File: config.mk
export PLATFORM = sky130hd
export DESIGN_NAME = div_lane
export DESIGN_NICKNAME = d
export VERILOG_FILES = /design/src/design/div_pkg.sv /design/src/design/div_lane.sv
export SDC_FILE = /design/constraint.sdc
export NUM_CORES = 1
export LEC_CHECK = 0
export BUFFER_PORTS_ARGS = -buffer_cell sky130_fd_sc_hd__buf_2
export CORE_MARGIN = 4
export CORE_UTILIZATION = 50
export DETAILED_ROUTE_END_ITERATION = 10
export PLACE_DENSITY = 0.79
export RECOVER_POWER = 100
export REMOVE_ABC_BUFFERS = 1
export SETUP_SLACK_MARGIN = 0.2
export SLEW_MARGIN = 10
export SYNTH_ARGS = -nofsm -noshare
export SYNTH_HDL_FRONTEND = slang
export SYNTH_SLANG_ARGS = --single-unit
File: constraint.sdc
create_clock -name clock -period 6.6 [get_ports clock]
set_input_delay 0.33 -clock clock [delete_from_list [all_inputs] [get_ports clock]]
set_output_delay 0.33 -clock clock [all_outputs]
set_load 0.1 [all_outputs]
File: src/design/div_pkg.sv
package div_pkg;

    // Defaults for the top-level parameters. The structs below are sized with them.
    localparam int DATA_WIDTH  = 32;
    localparam int LANE_COUNT  = 4;
    localparam int QUEUE_DEPTH = 8;
    localparam int TAG_WIDTH   = 8;

    typedef struct packed {
        logic [TAG_WIDTH-1:0]  tag;
        logic [DATA_WIDTH-1:0] dividend;
        logic [DATA_WIDTH-1:0] divisor;
    } div_job_t;

    typedef struct packed {
        logic [TAG_WIDTH-1:0]  tag;
        logic [DATA_WIDTH-1:0] quotient;
        logic [DATA_WIDTH-1:0] remainder;
    } div_result_t;

    // Word addresses on the Wishbone bus.
    localparam logic [2:0] ADDR_DIVIDEND  = 3'd0;
    localparam logic [2:0] ADDR_DIVISOR   = 3'd1;
    localparam logic [2:0] ADDR_STATUS    = 3'd2;
    localparam logic [2:0] ADDR_TAG       = 3'd3;
    localparam logic [2:0] ADDR_QUOTIENT  = 3'd4;
    localparam logic [2:0] ADDR_REMAINDER = 3'd5;

endpackage

File: src/design/div_lane.sv
`timescale 1ns/1ps

module div_lane
    import div_pkg::*;
#(
    parameter int DATA_WIDTH = div_pkg::DATA_WIDTH
) (
    input  logic        clock,
    input  logic        reset,
    input  logic        issue_valid,
    input  div_job_t    issue_job,
    output logic        issue_ready,
    output logic        done_valid,
    input  logic        done_ready,
    output div_result_t done_result
);

    localparam int STEP_WIDTH = $clog2(DATA_WIDTH + 1);

    typedef enum logic [1:0] {
        LANE_IDLE,
        LANE_ITERATE,
        LANE_HOLD
    } lane_state_t;

    lane_state_t           state;
    logic [STEP_WIDTH-1:0] step;
    logic                  last_step;

    // Partial remainder in the upper DATA_WIDTH+1 bits, quotient in the lower bits.
    logic [2*DATA_WIDTH:0] acc;
    logic [2*DATA_WIDTH:0] acc_next;
    logic [2*DATA_WIDTH:0] shifted;
    logic [DATA_WIDTH:0]   partial;
    logic                  quotient_bit;
    logic [DATA_WIDTH-1:0] divisor;
    logic [TAG_WIDTH-1:0]  tag;

    assign last_step = (step == STEP_WIDTH'(DATA_WIDTH - 1));

    // One non-restoring step. The add or subtract choice follows the sign of the
    // remainder before the shift, and the last step restores a negative remainder.
    always_comb begin
        shifted = acc << 1;
        if (acc[2*DATA_WIDTH]) begin
            partial = shifted[2*DATA_WIDTH:DATA_WIDTH] + {1'b0, divisor};
        end else begin
            partial = shifted[2*DATA_WIDTH:DATA_WIDTH] - {1'b0, divisor};
        end
        quotient_bit = ~partial[DATA_WIDTH];
        if (last_step && partial[DATA_WIDTH]) begin
            partial = partial + {1'b0, divisor};
        end
        acc_next = {partial, shifted[DATA_WIDTH-1:1], quotient_bit};
    end

    always_ff @(posedge clock or posedge reset) begin
        if (reset) begin
            state <= LANE_IDLE;
            step  <= '0;
        end else begin
            case (state)
                LANE_IDLE: begin
                    if (issue_valid) begin
                        state <= LANE_ITERATE;
                        step  <= '0;
                    end
                end
                LANE_ITERATE: begin
                    step <= step + STEP_WIDTH'(1);
                    if (last_step) begin
                        state <= LANE_HOLD;
                    end
                end
                LANE_HOLD: begin
                    if (done_ready) begin
                        state <= LANE_IDLE;
                    end
                end
                default: state <= LANE_IDLE;
            endcase
        end
    end

    always_ff @(posedge clock) begin
        if (state == LANE_IDLE && issue_valid) begin
            acc     <= {{(DATA_WIDTH + 1){1'b0}}, issue_job.dividend};
            divisor <= issue_job.divisor;
            tag     <= issue_job.tag;
        end else if (state == LANE_ITERATE) begin
            acc <= acc_next;
        end
    end

    assign issue_ready           = (state == LANE_IDLE);
    assign done_valid            = (state == LANE_HOLD);
    assign done_result.tag       = tag;
    assign done_result.quotient  = acc[DATA_WIDTH-1:0];
    assign done_result.remainder = acc[2*DATA_WIDTH-1:DATA_WIDTH];

endmodule

## Word-level counts from Yosys, hierarchy flattened

Cells that the tools add are included.

| cells by class | value |
|---|---|
| add/subtract/negate cells | 4 |
| equality and inequality tests | 6 |
| multiplexer cells | 10 |
| bitwise operators | 1 |
| reduce and logical (&&, ||, !) cells | 7 |

Operator list:

| cell | number |
|---|---|
| 33-bit by 32-bit adder with 33-bit output | 2 |
| 33-bit 2-to-1 mux | 2 |
| 32-bit 2-to-1 mux | 2 |
| 33-bit by 32-bit subtractor with 33-bit output | 1 |
| 6-bit one-hot mux with 2 select lines | 1 |
| 6-bit by 1-bit adder with 6-bit output (second input constant) | 1 |
| 6-bit by 5-bit equality test with 1-bit output (second input constant) | 1 |
| 2-bit 2-to-1 mux | 3 |
| 6-bit 2-to-1 mux | 1 |
| 2-bit one-hot mux with 3 select lines | 1 |
| 2-bit != test (second input constant) | 2 |
| 2-bit nonzero test | 2 |
| 3-bit AND reduction | 1 |
| 2-bit by 1-bit equality test with 1-bit output (second input constant) | 1 |
| 2-bit equality test (second input constant) | 1 |
| 1-bit logical AND | 2 |
| 2-bit logical NOT | 1 |
| 2-bit by 1-bit != test with 1-bit output (second input constant) | 1 |
| 2-bit AND reduction | 1 |
| 1-bit inverter | 1 |

| storage, ports and cells | value |
|---|---|
| flip-flop bits (word level) | 113 |
| input port bits | 76 |
| output and inout bits | 74 |
| word-level logic and storage cells | 34 |

## Longest topological paths before layout

| depth | value |
|---|---|
| word-level depth | 5 |
| gate-level depth with buffers | 24 |
| mapped depth without buffers | 24 |

## Worst setup path after synthesis

Ideal clock, no wire load.

| path | value |
|---|---|
| path type | reg-to-reg |
| start | register divisor[8] |
| end | register acc[64] |
| library setup time | 0.122 ns |
| arrival | 5.115 ns |
| data required time | 6.478 ns |
| slack | 1.363 ns |
| stages on the path, launching flop included | 24 |
| path buffers | 0 |
| period minus slack after synthesis | 5.237 ns |
| cell sequence | edfxtp_1 -> nor4_1 -> and4_1 -> and4bb_2 -> nor2_1 -> xnor2_1 -> ha_1 -> nand2_1 -> a2111o_1 -> a211o_1 -> a21oi_1 -> a311oi_1 -> o31ai_1 -> xnor2_1 -> ha_1 -> nand4_1 -> nor2b_1 -> nand4_1 -> nor3_1 -> o2111ai_1 -> a41oi_1 -> and2_1 -> o21ai_1 -> a221o_1 |

| on the way | value |
|---|---|
| longest elaborated chain between the ends | 4 |
| elaborated cells between the ends (all ways) | 6 |
| classes of those cells | add/sub: 3; mux: 2; reduce/logical: 1 |

RTL lines:

| item | RTL line | source |
|---|---|---|
| from (decl) | div_lane.sv:36 | `logic [DATA_WIDTH-1:0] divisor;` |
| from (signal assigned) | div_lane.sv:88 | `divisor <= issue_job.divisor;` |
| 33-bit by 32-bit subtractor with 33-bit output or 33-bit by 32-bit adder with 33-bit output (tied branches) | div_lane.sv:48, div_lane.sv:46 |  |
| 33-bit 2-to-1 mux | div_lane.sv:45 | `if (acc[2*DATA_WIDTH]) begin` |
| 33-bit by 32-bit adder with 33-bit output or 1-bit logical AND (tied branches) | div_lane.sv:52, div_lane.sv:51 |  |
| 33-bit 2-to-1 mux * | div_lane.sv:51 | `if (last_step && partial[DATA_WIDTH]) begin` |
| to (signal assigned) | div_lane.sv:87 | `acc <= {{(DATA_WIDTH + 1){1'b0}}, issue_job.dividend};` |
| to (signal assigned) | div_lane.sv:91 | `acc <= acc_next;` |
| to (decl) | div_lane.sv:31 | `logic [2*DATA_WIDTH:0] acc;` |

Every way passes the cells marked *; elsewhere a longest branch is shown, timed or not.
A chain may end at the register's enable or synchronous reset.

## Worst setup path after layout

| path | value |
|---|---|
| start | register divisor[2] |
| end | register acc[57] |

The elaborated chain is that of the path after synthesis.

==> out/metrics.yaml <==
route:
  route.antenna.remaining_nets: 0
  vias_per_cell: 5.72
  via_count: 7504
  drt_pass1_iterations: 5
  dr.first_iter.drc_count: 584
  avgRoutedWirePerCell_um: 17.5
  route.detailed.drc: 0
  route.final.wire_length_um: 23000
synthesis:
  synth.top_cell.area_share_pct: 24.6
  synthesis.area_mm2: 0.00877
  synth.lib_cells_used.distinct: 77
  post-synth-top-count-cell: "sky130_fd_sc_hd__nand2_1"
  synthTopCellsByCount: "sky130_fd_sc_hd__nand2_1 (161), sky130_fd_sc_hd__a21oi_1 (74), sky130_fd_sc_hd__edfxtp_1 (72)"
  ys_warn_count: 0
  synth_cells: 986
  synth_top_cell_by_area: "sky130_fd_sc_hd__edfxtp_1"
  synth_edf_count: 72
  synth_area_per_cell_um2: 8.90
  yosysSeqAreaShare_pct: 34.5
  synth_top_flop_cell: "sky130_fd_sc_hd__edfxtp_1"
  postSynthRegisterBits: 113
  synthTopCellsByArea: "sky130_fd_sc_hd__edfxtp_1 (25%), sky130_fd_sc_hd__ha_1 (10%), sky130_fd_sc_hd__dfxtp_1 (7.5%)"
  share_of_async_settable_or_async_resettable_flops_after_synthesis_pct: 7.08
sta:
  minimum_period_implied_by_the_final_worst_setup_slack_ps: 6040
  report.final.setup_viol: 0
  final.hold.worst_slack_ps: 70.1
  unrepaired_setup_endpoints_after_global_routing: "no"
  timing.clock.skew_ps: 15.0
  timing_worst_slew_pin_value_ps: 3100
  setup_tns_ps: 0
  share_of_the_clock_period_used_by_the_worst_path_after_layout_pct: 91.5
  slew_viol_final: 172
  headroom_to_the_max_slew_limit_pct: -107
  report.final.hold_viol_count: 0
  maxClockFrequency_mhz: 166
setup_path:
  worstSetupPathType: "reg -> reg"
  critical_path.max_fanout: 19
  critical_path.endpoint_type: "flop"
  required_ps: 6890
  crit_arrival_ps: 6330
  critPathLaunchType: "flop"
place:
  gp_routability_congestion: 0.931
  placement.io_buffers: 149
  placedInstanceArea_mm2: 0.00930
  hpwl_um: 17400
die:
  floorplan.die.height_um: 140
  floorplan.die.width_um: 140
  floorplan.initialDensity_pct: 50.9
  die_area_mm2: 0.0197
  io_pins: 150
  fp-row-count: 48
  core_area_mm2: 0.0172
clock_network:
  cts.root.buffer_cell: "sky130_fd_sc_hd__clkbuf_16"
  path_clk_slew_ps: 70
  clock_tree.htree_level_count: 4
  clock-sinks: 113
  cts_tree: "built"
  max-clock-path-buffers: 2
  cts_inserted_buffers: 17
  cts_setup_buffers: 0
  clock_latency_ps: 430
cells_and_area:
  layout.nets: 1223
  layout-drive-gt1-share_pct: 12.1
  flow.area_growth_from_synthesis_pct: 11.7
  fin_area_mm2: 0.00980
  fillers: 1583
global_routing:
  grt_antenna_before_repair: 0
  grt_first_pass_wirelength_um: 36700
  first_global_vias: 7228
  grt_start_max_net_pins: 64
  grtUsageTotal_pct: 23.1
  grt_overflow: 0
outcome:
  violations_in_the_final_reports: "capacitance limit, slew limit"
  run_status: "finished with violations"
min_path:
  worstHoldPathType: "in -> reg"
job:
  drv.max_cap_violation_count: 4
-- area by class of cell --
type                       count  area (um2)  share of cell area, %
tap                          225         282                   2.87
timing repair buffer         162         728                   7.43
antenna                        1        2.50                 0.0255
sequential                   113        3020                   30.8
clock buffer                  17         425                   4.34
clock inverter                15         161                   1.65
multi-input combinational    752        5070                   51.8
inverter                      28         105                   1.07
-- metal layers --
metal  wire length [um]  vias to the layer above  track usage (%)
met5                  0                        -                0
met4                569                        0             8.57
met3               1790                       42             5.84
met2              10300                      309             35.9
met1              10300                     3480             31.2
li1                   -                     3673                -
-- state kept, by name (all words and copies together), names as in the netlist --
signal,count
divisor,32
state,2
step,6
acc,65
tag,8
-- what timing repair did --
| action | in CTS | in global routing |
|---|---|---|
| endpoints found under the setup margin | 0 | 2 |
| endpoints found under the hold margin | 8 | 0 |
| hold buffers | 1 | 0 |
| gates resized for setup | 0 | 4 |
-- kinds of logic (layout without fill, tap and decap cells) --
family | Yosys count | count (layout) | synth area share, %
compound gates | 255 | 255 | 19.0
xor+xnor | 89 | 89 | 8.88
fa+ha+maj | 73 | 73 | 10.6
buf+inv | 121 | 222 | 8.04
flops | 113 | 113 | 34.5
mux | 26 | 26 | 3.01
other cells | 0 | 1 | 0
simple gates | 309 | 309 | 16.0
-- placed cells by master, fill, tap and decap left out, drive strengths merged, types with 4 or more instances in the layout --
| cell | instances |
|---|---|
| a311oi | 4 |
| inv | 39 |
| and4 | 5 |
| a21o | 27 |
| nand2b | 11 |
| o21bai | 9 |
| or3 | 6 |
| o211ai | 5 |
| and3 | 9 |
| a21oi | 74 |
| nor2b | 8 |
| a221o | 4 |
| buf | 79 |
| dfxtp | 33 |
| clkbuf | 99 |
| a211oi | 4 |
| dfrtp | 8 |
| o21a | 5 |
| ha | 71 |
| xnor2 | 44 |
| o21ai | 68 |
| edfxtp | 72 |
| or2 | 5 |
| o31ai | 6 |
| nand3 | 10 |
| a21boi | 4 |
| a31oi | 10 |
| nor3 | 15 |
| nand2 | 161 |
| nor4 | 4 |
| xor2 | 45 |
| and2 | 5 |
| nand4 | 12 |
| nor2 | 53 |
| mux2i | 23 |
-- final timing paths --
check,startpoint,to,slack (ps),cells after the start
hold / removal,issue_job[11],divisor[11],70,1
setup reg to reg,divisor[2],acc[57],560,18
min in group asynchronous,reset,step[1],420,3
setup / recovery,divisor[2],acc[57],560,18
max in group asynchronous,reset,step[5],5950,3
hold reg to reg,acc[40],acc[40],490,2
-- worst max-delay path, cell delays in order, from the launching register on --
cell	delay [ps]
sky130_fd_sc_hd__edfxtp_1	510
sky130_fd_sc_hd__nor4_4	450
sky130_fd_sc_hd__nand4_1	160
sky130_fd_sc_hd__nor4_1	270
sky130_fd_sc_hd__nor2b_1	340
sky130_fd_sc_hd__clkbuf_1	260
sky130_fd_sc_hd__a31oi_1	170
sky130_fd_sc_hd__xor2_1	170
sky130_fd_sc_hd__ha_1	390
sky130_fd_sc_hd__and2_0	330
sky130_fd_sc_hd__nand3_1	140
sky130_fd_sc_hd__nor3_1	290
sky130_fd_sc_hd__nand2b_1	150
sky130_fd_sc_hd__o211ai_1	290
sky130_fd_sc_hd__a21oi_1	180
sky130_fd_sc_hd__o21ai_2	980
sky130_fd_sc_hd__buf_4	460
sky130_fd_sc_hd__mux2i_1	260
sky130_fd_sc_hd__o21ai_0	90
-- metrics by stage --
step / cells / setup WS (ps) / util, %
2_1_floorplan: 893 / 610 / -
4_1_cts: 1312 / 599 / 57.4
6_report: 1313 / 558 / 56.9
3_3_place_gp: 1279 / 789 / 54.0
3_5_place_dp: 1279 / 640 / 54.0
5_1_grt: 1312 / 153 / 56.8
Power is left out: the tool's default activity adds up to more than one toggle a clock period on the data nets, which glitch-free logic cannot reach.
