==> config.mk <==
export PLATFORM = sky130hd
export DESIGN_NAME = wb_div_regs
export DESIGN_NICKNAME = d
export VERILOG_FILES = /design/src/design/div_pkg.sv /design/src/design/wb_div_regs.sv
export SDC_FILE = /design/constraint.sdc
export NUM_CORES = 1
export LEC_CHECK = 0
export BUFFER_PORTS_ARGS = -buffer_cell sky130_fd_sc_hd__buf_2
export CAP_MARGIN = 30
export CORE_MARGIN = 4
export CORE_UTILIZATION = 29
export DETAILED_ROUTE_END_ITERATION = 12
export PLACE_DENSITY_LB_ADDON = 0.2
export SETUP_SLACK_MARGIN = 0.2
export SLEW_MARGIN = 10
export SYNTH_ARGS = -nofsm -noshare
export SYNTH_HDL_FRONTEND = slang
export SYNTH_SLANG_ARGS = --single-unit
==> constraint.sdc <==
create_clock -name clock -period 9.8 [get_ports clock]
set_clock_uncertainty 0.2 [all_clocks]
set_input_delay 2.45 -clock clock [delete_from_list [all_inputs] [get_ports clock]]
set_output_delay 2.45 -clock clock [all_outputs]
set_load 0.02 [all_outputs]
==> src/design/div_pkg.sv <==
package div_pkg;

    // Defaults for the top-level parameters. The structs below are sized with them.
    localparam int DATA_WIDTH  = 32;
    localparam int LANE_COUNT  = 4;
    localparam int QUEUE_DEPTH = 8;
    localparam int TAG_WIDTH   = 8;

    typedef struct packed {
        logic [TAG_WIDTH-1:0]  tag;
        logic [DATA_WIDTH-1:0] dividend;
        logic [DATA_WIDTH-1:0] divisor;
    } div_job_t;

    typedef struct packed {
        logic [TAG_WIDTH-1:0]  tag;
        logic [DATA_WIDTH-1:0] quotient;
        logic [DATA_WIDTH-1:0] remainder;
    } div_result_t;

    // Word addresses on the Wishbone bus.
    localparam logic [2:0] ADDR_DIVIDEND  = 3'd0;
    localparam logic [2:0] ADDR_DIVISOR   = 3'd1;
    localparam logic [2:0] ADDR_STATUS    = 3'd2;
    localparam logic [2:0] ADDR_TAG       = 3'd3;
    localparam logic [2:0] ADDR_QUOTIENT  = 3'd4;
    localparam logic [2:0] ADDR_REMAINDER = 3'd5;

endpackage

==> src/design/wb_div_regs.sv <==
`timescale 1ns/1ps

module wb_div_regs
    import div_pkg::*;
(
    input  logic        clock,
    input  logic        reset,
    input  logic        wb_cyc,
    input  logic        wb_stb,
    input  logic        wb_we,
    input  logic [2:0]  wb_adr,
    input  logic [31:0] wb_dat_w,
    output logic [31:0] wb_dat_r,
    output logic        wb_ack,
    input  logic        job_ready,
    output logic        job_valid,
    output div_job_t    job,
    input  logic        result_valid,
    input  div_result_t result,
    output logic        result_pop
);

    logic                  request;
    logic                  divisor_write;
    logic                  accept;
    logic [DATA_WIDTH-1:0] dividend;
    logic [TAG_WIDTH-1:0]  next_tag;
    logic [31:0]           read_data;

    // The ack cycle itself is not a new request.
    assign request       = wb_cyc && wb_stb && !wb_ack;
    assign divisor_write = request && wb_we && (wb_adr == ADDR_DIVISOR);

    // A divisor write waits here until the job queue has room.
    assign accept = request && !(divisor_write && !job_ready);

    assign job_valid    = divisor_write;
    assign job.tag      = next_tag;
    assign job.dividend = dividend;
    assign job.divisor  = wb_dat_w[DATA_WIDTH-1:0];

    assign result_pop = request && !wb_we && (wb_adr == ADDR_REMAINDER) && result_valid;

    always_comb begin
        read_data = '0;
        case (wb_adr)
            ADDR_STATUS: begin
                read_data = {30'd0, !job_ready, result_valid};
            end
            ADDR_TAG: begin
                if (result_valid) begin
                    read_data = 32'(result.tag);
                end
            end
            ADDR_QUOTIENT: begin
                if (result_valid) begin
                    read_data = 32'(result.quotient);
                end
            end
            ADDR_REMAINDER: begin
                if (result_valid) begin
                    read_data = 32'(result.remainder);
                end
            end
            default: read_data = '0;
        endcase
    end

    always_ff @(posedge clock or posedge reset) begin
        if (reset) begin
            wb_ack   <= 1'b0;
            next_tag <= '0;
        end else begin
            wb_ack <= accept;
            if (job_valid && job_ready) begin
                next_tag <= next_tag + TAG_WIDTH'(1);
            end
        end
    end

    always_ff @(posedge clock) begin
        if (request && wb_we && (wb_adr == ADDR_DIVIDEND)) begin
            dividend <= wb_dat_w[DATA_WIDTH-1:0];
        end
        if (accept && !wb_we) begin
            wb_dat_r <= read_data;
        end
    end

endmodule

Yosys cells after proc, flatten, opt, wreduce, memory -nomap -nowiden
Cells that the tools add are included.
{"block": "op_classes", "add_sub_neg": 1, "eq_ne": 5, "mux": 4, "n_reduce_logical": 17}
{"cell": "$pmux W32 S4", "n": 1}
{"cell": "$mux W32", "n": 2}
{"cell": "$logic_and A1 B1 Y1", "n": 12}
{"cell": "$add A8 B1 Y8 const B", "n": 1}
{"cell": "$mux W8", "n": 1}
{"cell": "$eq A3 B2 Y1 const B", "n": 2}
{"cell": "$eq A3 B3 Y1 const B", "n": 2}
{"cell": "$logic_not A1 Y1", "n": 4}
{"cell": "$eq A3 B1 Y1 const B", "n": 1}
{"cell": "$logic_not A3 Y1", "n": 1}
{"block": "word_totals", "register_bits": 73, "inputBits": 114, "out_inout_bits": 107, "word_cells": 31}

Logic depth before layout (Yosys ltp)
Gate-level depths: netlist (run 1).
{"block": "logic_depth", "word_depth": 8, "mapped_depth": 5, "ltp_nobuf": 4}

Worst setup path after synthesis (run 1)
OpenSTA, ideal clock, no wires.
{"block": "synth_path", "kind": "in2out", "from": "input port wb_stb", "to": "output port result_pop", "arrival_time_ns": 3.517, "required_time_ns": 7.150, "path_slack_ns": 3.633, "cell_stages": 3, "path_buffers": 1, "path_cell_list": "nand3b_1 > buf_4 > nor4b_1"}
{"block": "synth_via", "elab_chain_len": 5}
{"element": "start: declaration", "line": "wb_div_regs.sv:9", "source": "input logic wb_stb,"}
{"element": "$logic_and A1 B1 Y1 (2 in series)", "line": "wb_div_regs.sv:31", "source": "assign request = wb_cyc && wb_stb && !wb_ack;"}
{"element": "$logic_and A1 B1 Y1 (3 in series)", "line": "wb_div_regs.sv:42", "source": "assign result_pop = request && !wb_we && (wb_adr == ADDR_REMAINDER) && result_valid;"}
{"element": "end: declaration", "line": "wb_div_regs.sv:20", "source": "output logic result_pop"}
No other way between the ends.

Worst setup path in the final report (run 1)
{"block": "layout_path", "from": "input port wb_adr[0]", "to": "output port job_valid"}
{"block": "layout_via", "elab_chain_len": 2}
{"element": "start: declaration", "line": "wb_div_regs.sv:11", "source": "input logic [2:0] wb_adr,"}
{"element": "$eq A3 B1 Y1", "line": "wb_div_regs.sv:32", "source": "assign divisor_write = request && wb_we && (wb_adr == ADDR_DIVISOR);"}
{"element": "$logic_and A1 B1 Y1", "line": "wb_div_regs.sv:32"}
{"element": "end: declaration", "line": "wb_div_regs.sv:16", "source": "output logic job_valid,"}
No other way between the ends.

==> results.toml, run 1 <==
[global_route]
antenna_found_initial = 0
grt_pass1_wl_um = 12400
overflow = 0
grt_max_degree = 41
grt_pass1_vias = 2344
grt_use_total = 0.125

[clocking]
cts_root_buf = "clkbuf_16"
clk_pin_slew_worst_paths_ns = 0.06
clk_latency_ns = 0.32
cts_buffers = 9
cts_buffer_depth = 2
tritoncts = "yes"
cts.sinks = 73
ctsHoldBuffers = 0
postCtsSetupBuffers = 0
cts_resized = 0
htreeDepth = 3

[sta]
hold_viol = 0
fin_crit_sh = 0.668
relSlewSlack = 0.576
fmax_mhz = 153
slew_viol_final = 0
min_period_ns = 6.54
rsz0062_at_grt = "no"
worstMarginPinSlew_ns = 0.634
setup_violations = 0
tns_ns = 0

[min_path]
hold_class = "register to register"

[worst_setup_path]
path_class = "input port to output pin"
end_kind = "output pin"
critPathArrivalTime_ns = 3.89
required_ns = 7.15
cp_max_fo = 40
start_kind = "input port"

[final_layout]
layout-drive-gt1-share = 0.582
utilization = 0.420
final_common_cell = "buf_2"
diodes = 0
area_growth_pct = 40.5
nets = 536
final_cell_mix = "buf_2, edfxtp_1, mux2i_1"

[synth]
ys_top_cells_by_area = "edfxtp_1, mux2i_1, buf_4"
syn_area_um2 = 3280
yosys.area.top_type_share = 0.585
synth.yosys.warnings = 0
avgSynthCellArea_um2 = 14.5
ys_ff_latch = 73
synth_fp_nets = 342
synthCells = 227
synth_cell_types = 29
yosysTopAreaCell = "edfxtp_1"
synth-seq-area-share = 0.654

[run]
drv_cap = 0

[die]
rows = 38
die-width_um = 114
core_um2 = 11000
initial_core_util = 0.299
die-height_um = 114
pin_count = 221
die_area_um2 = 13100

[routing]
drc = 0
avgViaCountPerCell = 4.25
wire_per_inst_um = 15.2
first_pass_iters = 4
ant_nets = 0
drt_iter0_drc = 57
num_vias = 2404
routed_wl_um = 8600

[status]
status = "finished clean"

[place]
io_buffers = 220
dp_hpwl_um = 6700
finalWeightedCongestion = 0.722

[power_and_ir_drop]
powerDensity_nw_per_um2 = 164
ir_worst_vdd_mv = 0.0636
p_leak_nw = 2.09
kinds of logic (layout without fill, tap and decap cells):
| family | after synthesis | in the layout | share of synthesized area |
|---|---|---|---|
| DFF | 73 | 73 | 0.654 |
| and+or+nand+nor | 61 | 61 | 0.106 |
| buffers and inverters | 43 | 242 | 0.0949 |
| muxes | 33 | 33 | 0.101 |
| AOI/OAI and AO/OA | 9 | 9 | 0.0217 |
| xor gates and xnor gates | 7 | 7 | 0.0187 |
| adders and majority gates | 1 | 1 | 0.00381 |
routing by layer:
| metal | GRT usage | vias to the layer above | wire [µm] |
|---|---|---|---|
| met4 | 0.0507 | 0 | 128 |
| met3 | 0.0396 | 8 | 744 |
| met2 | 0.214 | 126 | 4320 |
| li1 | - | 1186 | - |
| met5 | 0 | - | 0 |
| met1 | 0.145 | 1084 | 3410 |
power breakdown:
group	switching, W	internal, W	leakage [nW]	total [W]
sequential	0.00000339	0.000346	0.676	0.000349
clock	0.000125	0.000197	0.149	0.000322
combinational	0.0000491	0.0000375	1.27	0.0000867
total	0.000178	0.000580	2.09	0.000758
final cells by class:
cell class	instances	area, µm²
clock buffers	9	225
flip-flops and latches	73	2150
multi-input cells	111	837
fillers	1074	6370
well taps	140	175
clock inverters	7	71.3
inverters	2	7.51
repair buffers	224	1150
worst paths after layout:
path                                   from     endpoint  slack [ns]  cells past startpoint
worst max-delay path              wb_adr[0]    job_valid        3.26                      5
worst min-delay path            next_tag[7]  next_tag[7]        0.27                      1
worst max register to register       wb_ack  dividend[2]        7.64                      3
worst min register to register  next_tag[7]  next_tag[7]        0.27                      1
max in group asynchronous             reset  next_tag[3]        7.25                      2
min in group asynchronous             reset  next_tag[4]        1.88                      2
synthesized netlist by cell type:
master	count
a31oi_1	1
and2_1	8
and3b_1	1
buf_4	36
buf_6	2
clkbuf_1	3
dfrtp_1	9
edfxtp_1	64
ha_1	1
inv_1	2
mux2_2	1
mux2i_1	32
nand2_1	2
nand2b_1	1
nand3_1	3
nand3b_1	3
nand4_1	2
nand4bb_1	1
nor2_1	29
nor2b_1	1
nor3_1	1
nor3b_1	2
nor4_2	5
nor4b_1	1
o22ai_1	2
o2bb2ai_1	6
or2b_1	1
xnor2_1	2
xor2_1	5
flip-flops by register name (all words and copies together), names as in the netlist:
name	count
dividend	32
next_tag	8
wb_ack	1
wb_dat_r	32
worst max-delay path, stage by stage:
cell,delay [ns]
buf_2,0.07
buf_4,0.48
nand4bb_1,0.50
nor2_1,0.19
buf_2,0.19
per-stage QoR:
step | instances | power (W) | area, µm² | setup slack, ns | hold WS (ns)
final | 566 | 0.000758 | 4610 | 3.26 | 0.270
after global routing | 566 | 0.000791 | 4610 | 3.15 | 0.296
after CTS | 564 | 0.000769 | 4580 | 3.02 | 0.268
after detailed placement | 548 | 0.000443 | 4280 | 3.03 | 0.260
after global placement | 548 | 0.000442 | 4280 | 3.04 | 0.258
after floorplan | 227 | 0.000409 | 3280 | 3.63 | 0.378
Power figures use the tool's default switching activity.
==> run 2: changes to the inputs <==
clock period = 5.45 ns   (was 9.8 ns; I/O delays follow)
==> run 2 against run 1 <==
Compared with the run above: die area stayed put; sequential share of layout area up 0.051 points; register-to-register slack lost 4.5 ns; final area decreased by 0.11%; global-route usage barely moved; sequential cell count stayed put; worst hold slack worse by 0.0058 ns; clock power grew 95%; via count down 0.17%; total power grew 86%; worst setup slack worse by 1.8 ns; critical path type unchanged; critical endpoint is now result_pop; largest cell class unchanged.
==> results.toml, run 2 (same netlist as run 1, synthesis figures left out) <==
[place]
io_buffers = 220
finalWeightedCongestion = 0.713
place_area_um2 = 4290
dp_slack_ns = 1.42
dp_hpwl_um = 6720

[routing]
avgViaCountPerCell = 4.25
ant_nets = 0
drt_iter0_drc = 73
routed_wl_um = 8580
num_vias = 2400
drc = 0
wire_per_inst_um = 15.2
first_pass_iters = 4

[clocking]
ctsHoldBuffers = 0
cts_resized = 0
clk_pin_slew_worst_paths_ns = 0.05
cts_buffer_depth = 2
htreeDepth = 3
clk_latency_ns = 0.32
cts_root_buf = "clkbuf_16"
postCtsSetupBuffers = 0
cts.sinks = 73
cts_buffers = 9
tritoncts = "yes"

[final_layout]
final_cell_area_um2 = 4610
final_cell_mix = "buf_2, edfxtp_1, mux2i_1"
diodes = 0
nets = 535
layout-drive-gt1-share = 0.579
reg_top3 = "dividend x32, wb_dat_r x32, next_tag x8"
area_growth_pct = 40.4
final_common_cell = "buf_2"
nFillCells = 1068

[die]
die-width_um = 114
die_area_um2 = 13100
die-height_um = 114
rows = 38
pin_count = 221
initial_core_util = 0.299
core_um2 = 11000

[run]
drv_cap = 0

[min_path]
hold_class = "register to register"
hold-path-endpoint = "next_tag[7]"
min_from = "next_tag[7]"
hold-path-cell-count = 1

[worst_setup_path]
start_kind = "input port"
r2r_cells = 2
rrSetupSlack_ns = 3.11
cp_max_fo = 12
critPathArrivalTime_ns = 2.46
required_ns = 3.89
r2r-start = "wb_ack"
timing.rr.end = "wb_dat_r[4]"
path_class = "input port to output pin"
end_kind = "output pin"

[global_route]
grt_pass1_vias = 2416
grt_pass1_wl_um = 12500
overflow = 0
antenna_found_initial = 0
grt_max_degree = 39
grt_use_total = 0.126

[sta]
fin_crit_sh = 0.739
tns_ns = 0
relSlewSlack = 0.390
whs_ns = 0.264
fmax_mhz = 248
min_period_ns = 4.03
rsz0062_at_grt = "no"
slew_viol_final = 0
worst_slack_ns = 1.42
worstMarginPinSlew_ns = 0.913
hold_viol = 0
setup_violations = 0

[power_and_ir_drop]
p_seq_frac = 0.446
power.switching_w = 0.000320
p_leak_nw = 2.09
p_total_w = 0.00141
intPower_w = 0.00109
comb_power_share = 0.109
clockPowerShare = 0.445
powerDensity_nw_per_um2 = 306
switching_share = 0.227
ir_worst_vdd_mv = 0.163

[status]
status = "finished clean"
[run 2: changes by cell type in the layout (fill, tap and decap cells not counted)]
| cell | change |
|---|---|
| buf_4 | +1 |
| clkinvlp_4 | +1 |
| inv_6 | +1 |
| clkinv_2 | -2 |
| clkinv_4 | -2 |
| buf_12 | -1 |
| clkinv_1 | +1 |
| bufinv_16 | +1 |
| buf_8 | -1 |
[run 2: area by class of cell]
class                           count  area, µm²  area share
Clock buffer                        9        225      0.0489
Clock inverter                      7       93.8      0.0204
Inverter                            2       7.51     0.00163
Multi-Input combinational cell    111        837       0.182
Sequential cell                    73       2150       0.466
Tap cell                          140        175      0.0380
Timing Repair Buffer              223       1120       0.244
[run 2: critical path: stages]
cell and delay [ns]:
buf_2 0.08, nand3b_1 0.41, nor4b_1 0.40, buf_2 0.21
[run 2: worst max path at each step]
stage                     startpoint           to  slack (ns)  cells after the start
after CTS                     wb_stb   result_pop        1.41                      4
after floorplan            wb_adr[0]  dividend[0]        0.55                      4
after global placement        wb_stb   result_pop        1.42                      4
final                         wb_stb   result_pop        1.42                      4
after global routing          wb_stb   result_pop        1.29                      4
after detailed placement      wb_stb   result_pop        1.42                      4
[run 2: per-stage QoR]
| stage | utilization | instances |
|---|---|---|
| 4_1_cts | 0.420 | 565 |
| 6_report | 0.420 | 565 |
| 3_3_place_gp | 0.391 | 549 |
| 2_1_floorplan | - | 227 |
| 5_1_grt | 0.420 | 565 |
| 3_5_place_dp | 0.391 | 549 |
[run 2: routing by layer]
layer	wire, µm	track usage	up-vias
li1	-	-	1184
met1	3310	0.145	1083
met2	4420	0.220	127
met3	745	0.0370	6
met4	98	0.0435	0
met5	0	0	-
[run 2: power by group through the flow]
stage | sequential [W] | combinational, W | clock, W
finish | 0.000628 | 0.000154 | 0.000627
global route | 0.000629 | 0.000169 | 0.000673
CTS | 0.000628 | 0.000158 | 0.000650
detailed placement | 0.000639 | 0.000158 | 0
global placement | 0.000639 | 0.000155 | 0
floorplan | 0.000656 | 0.0000786 | 0
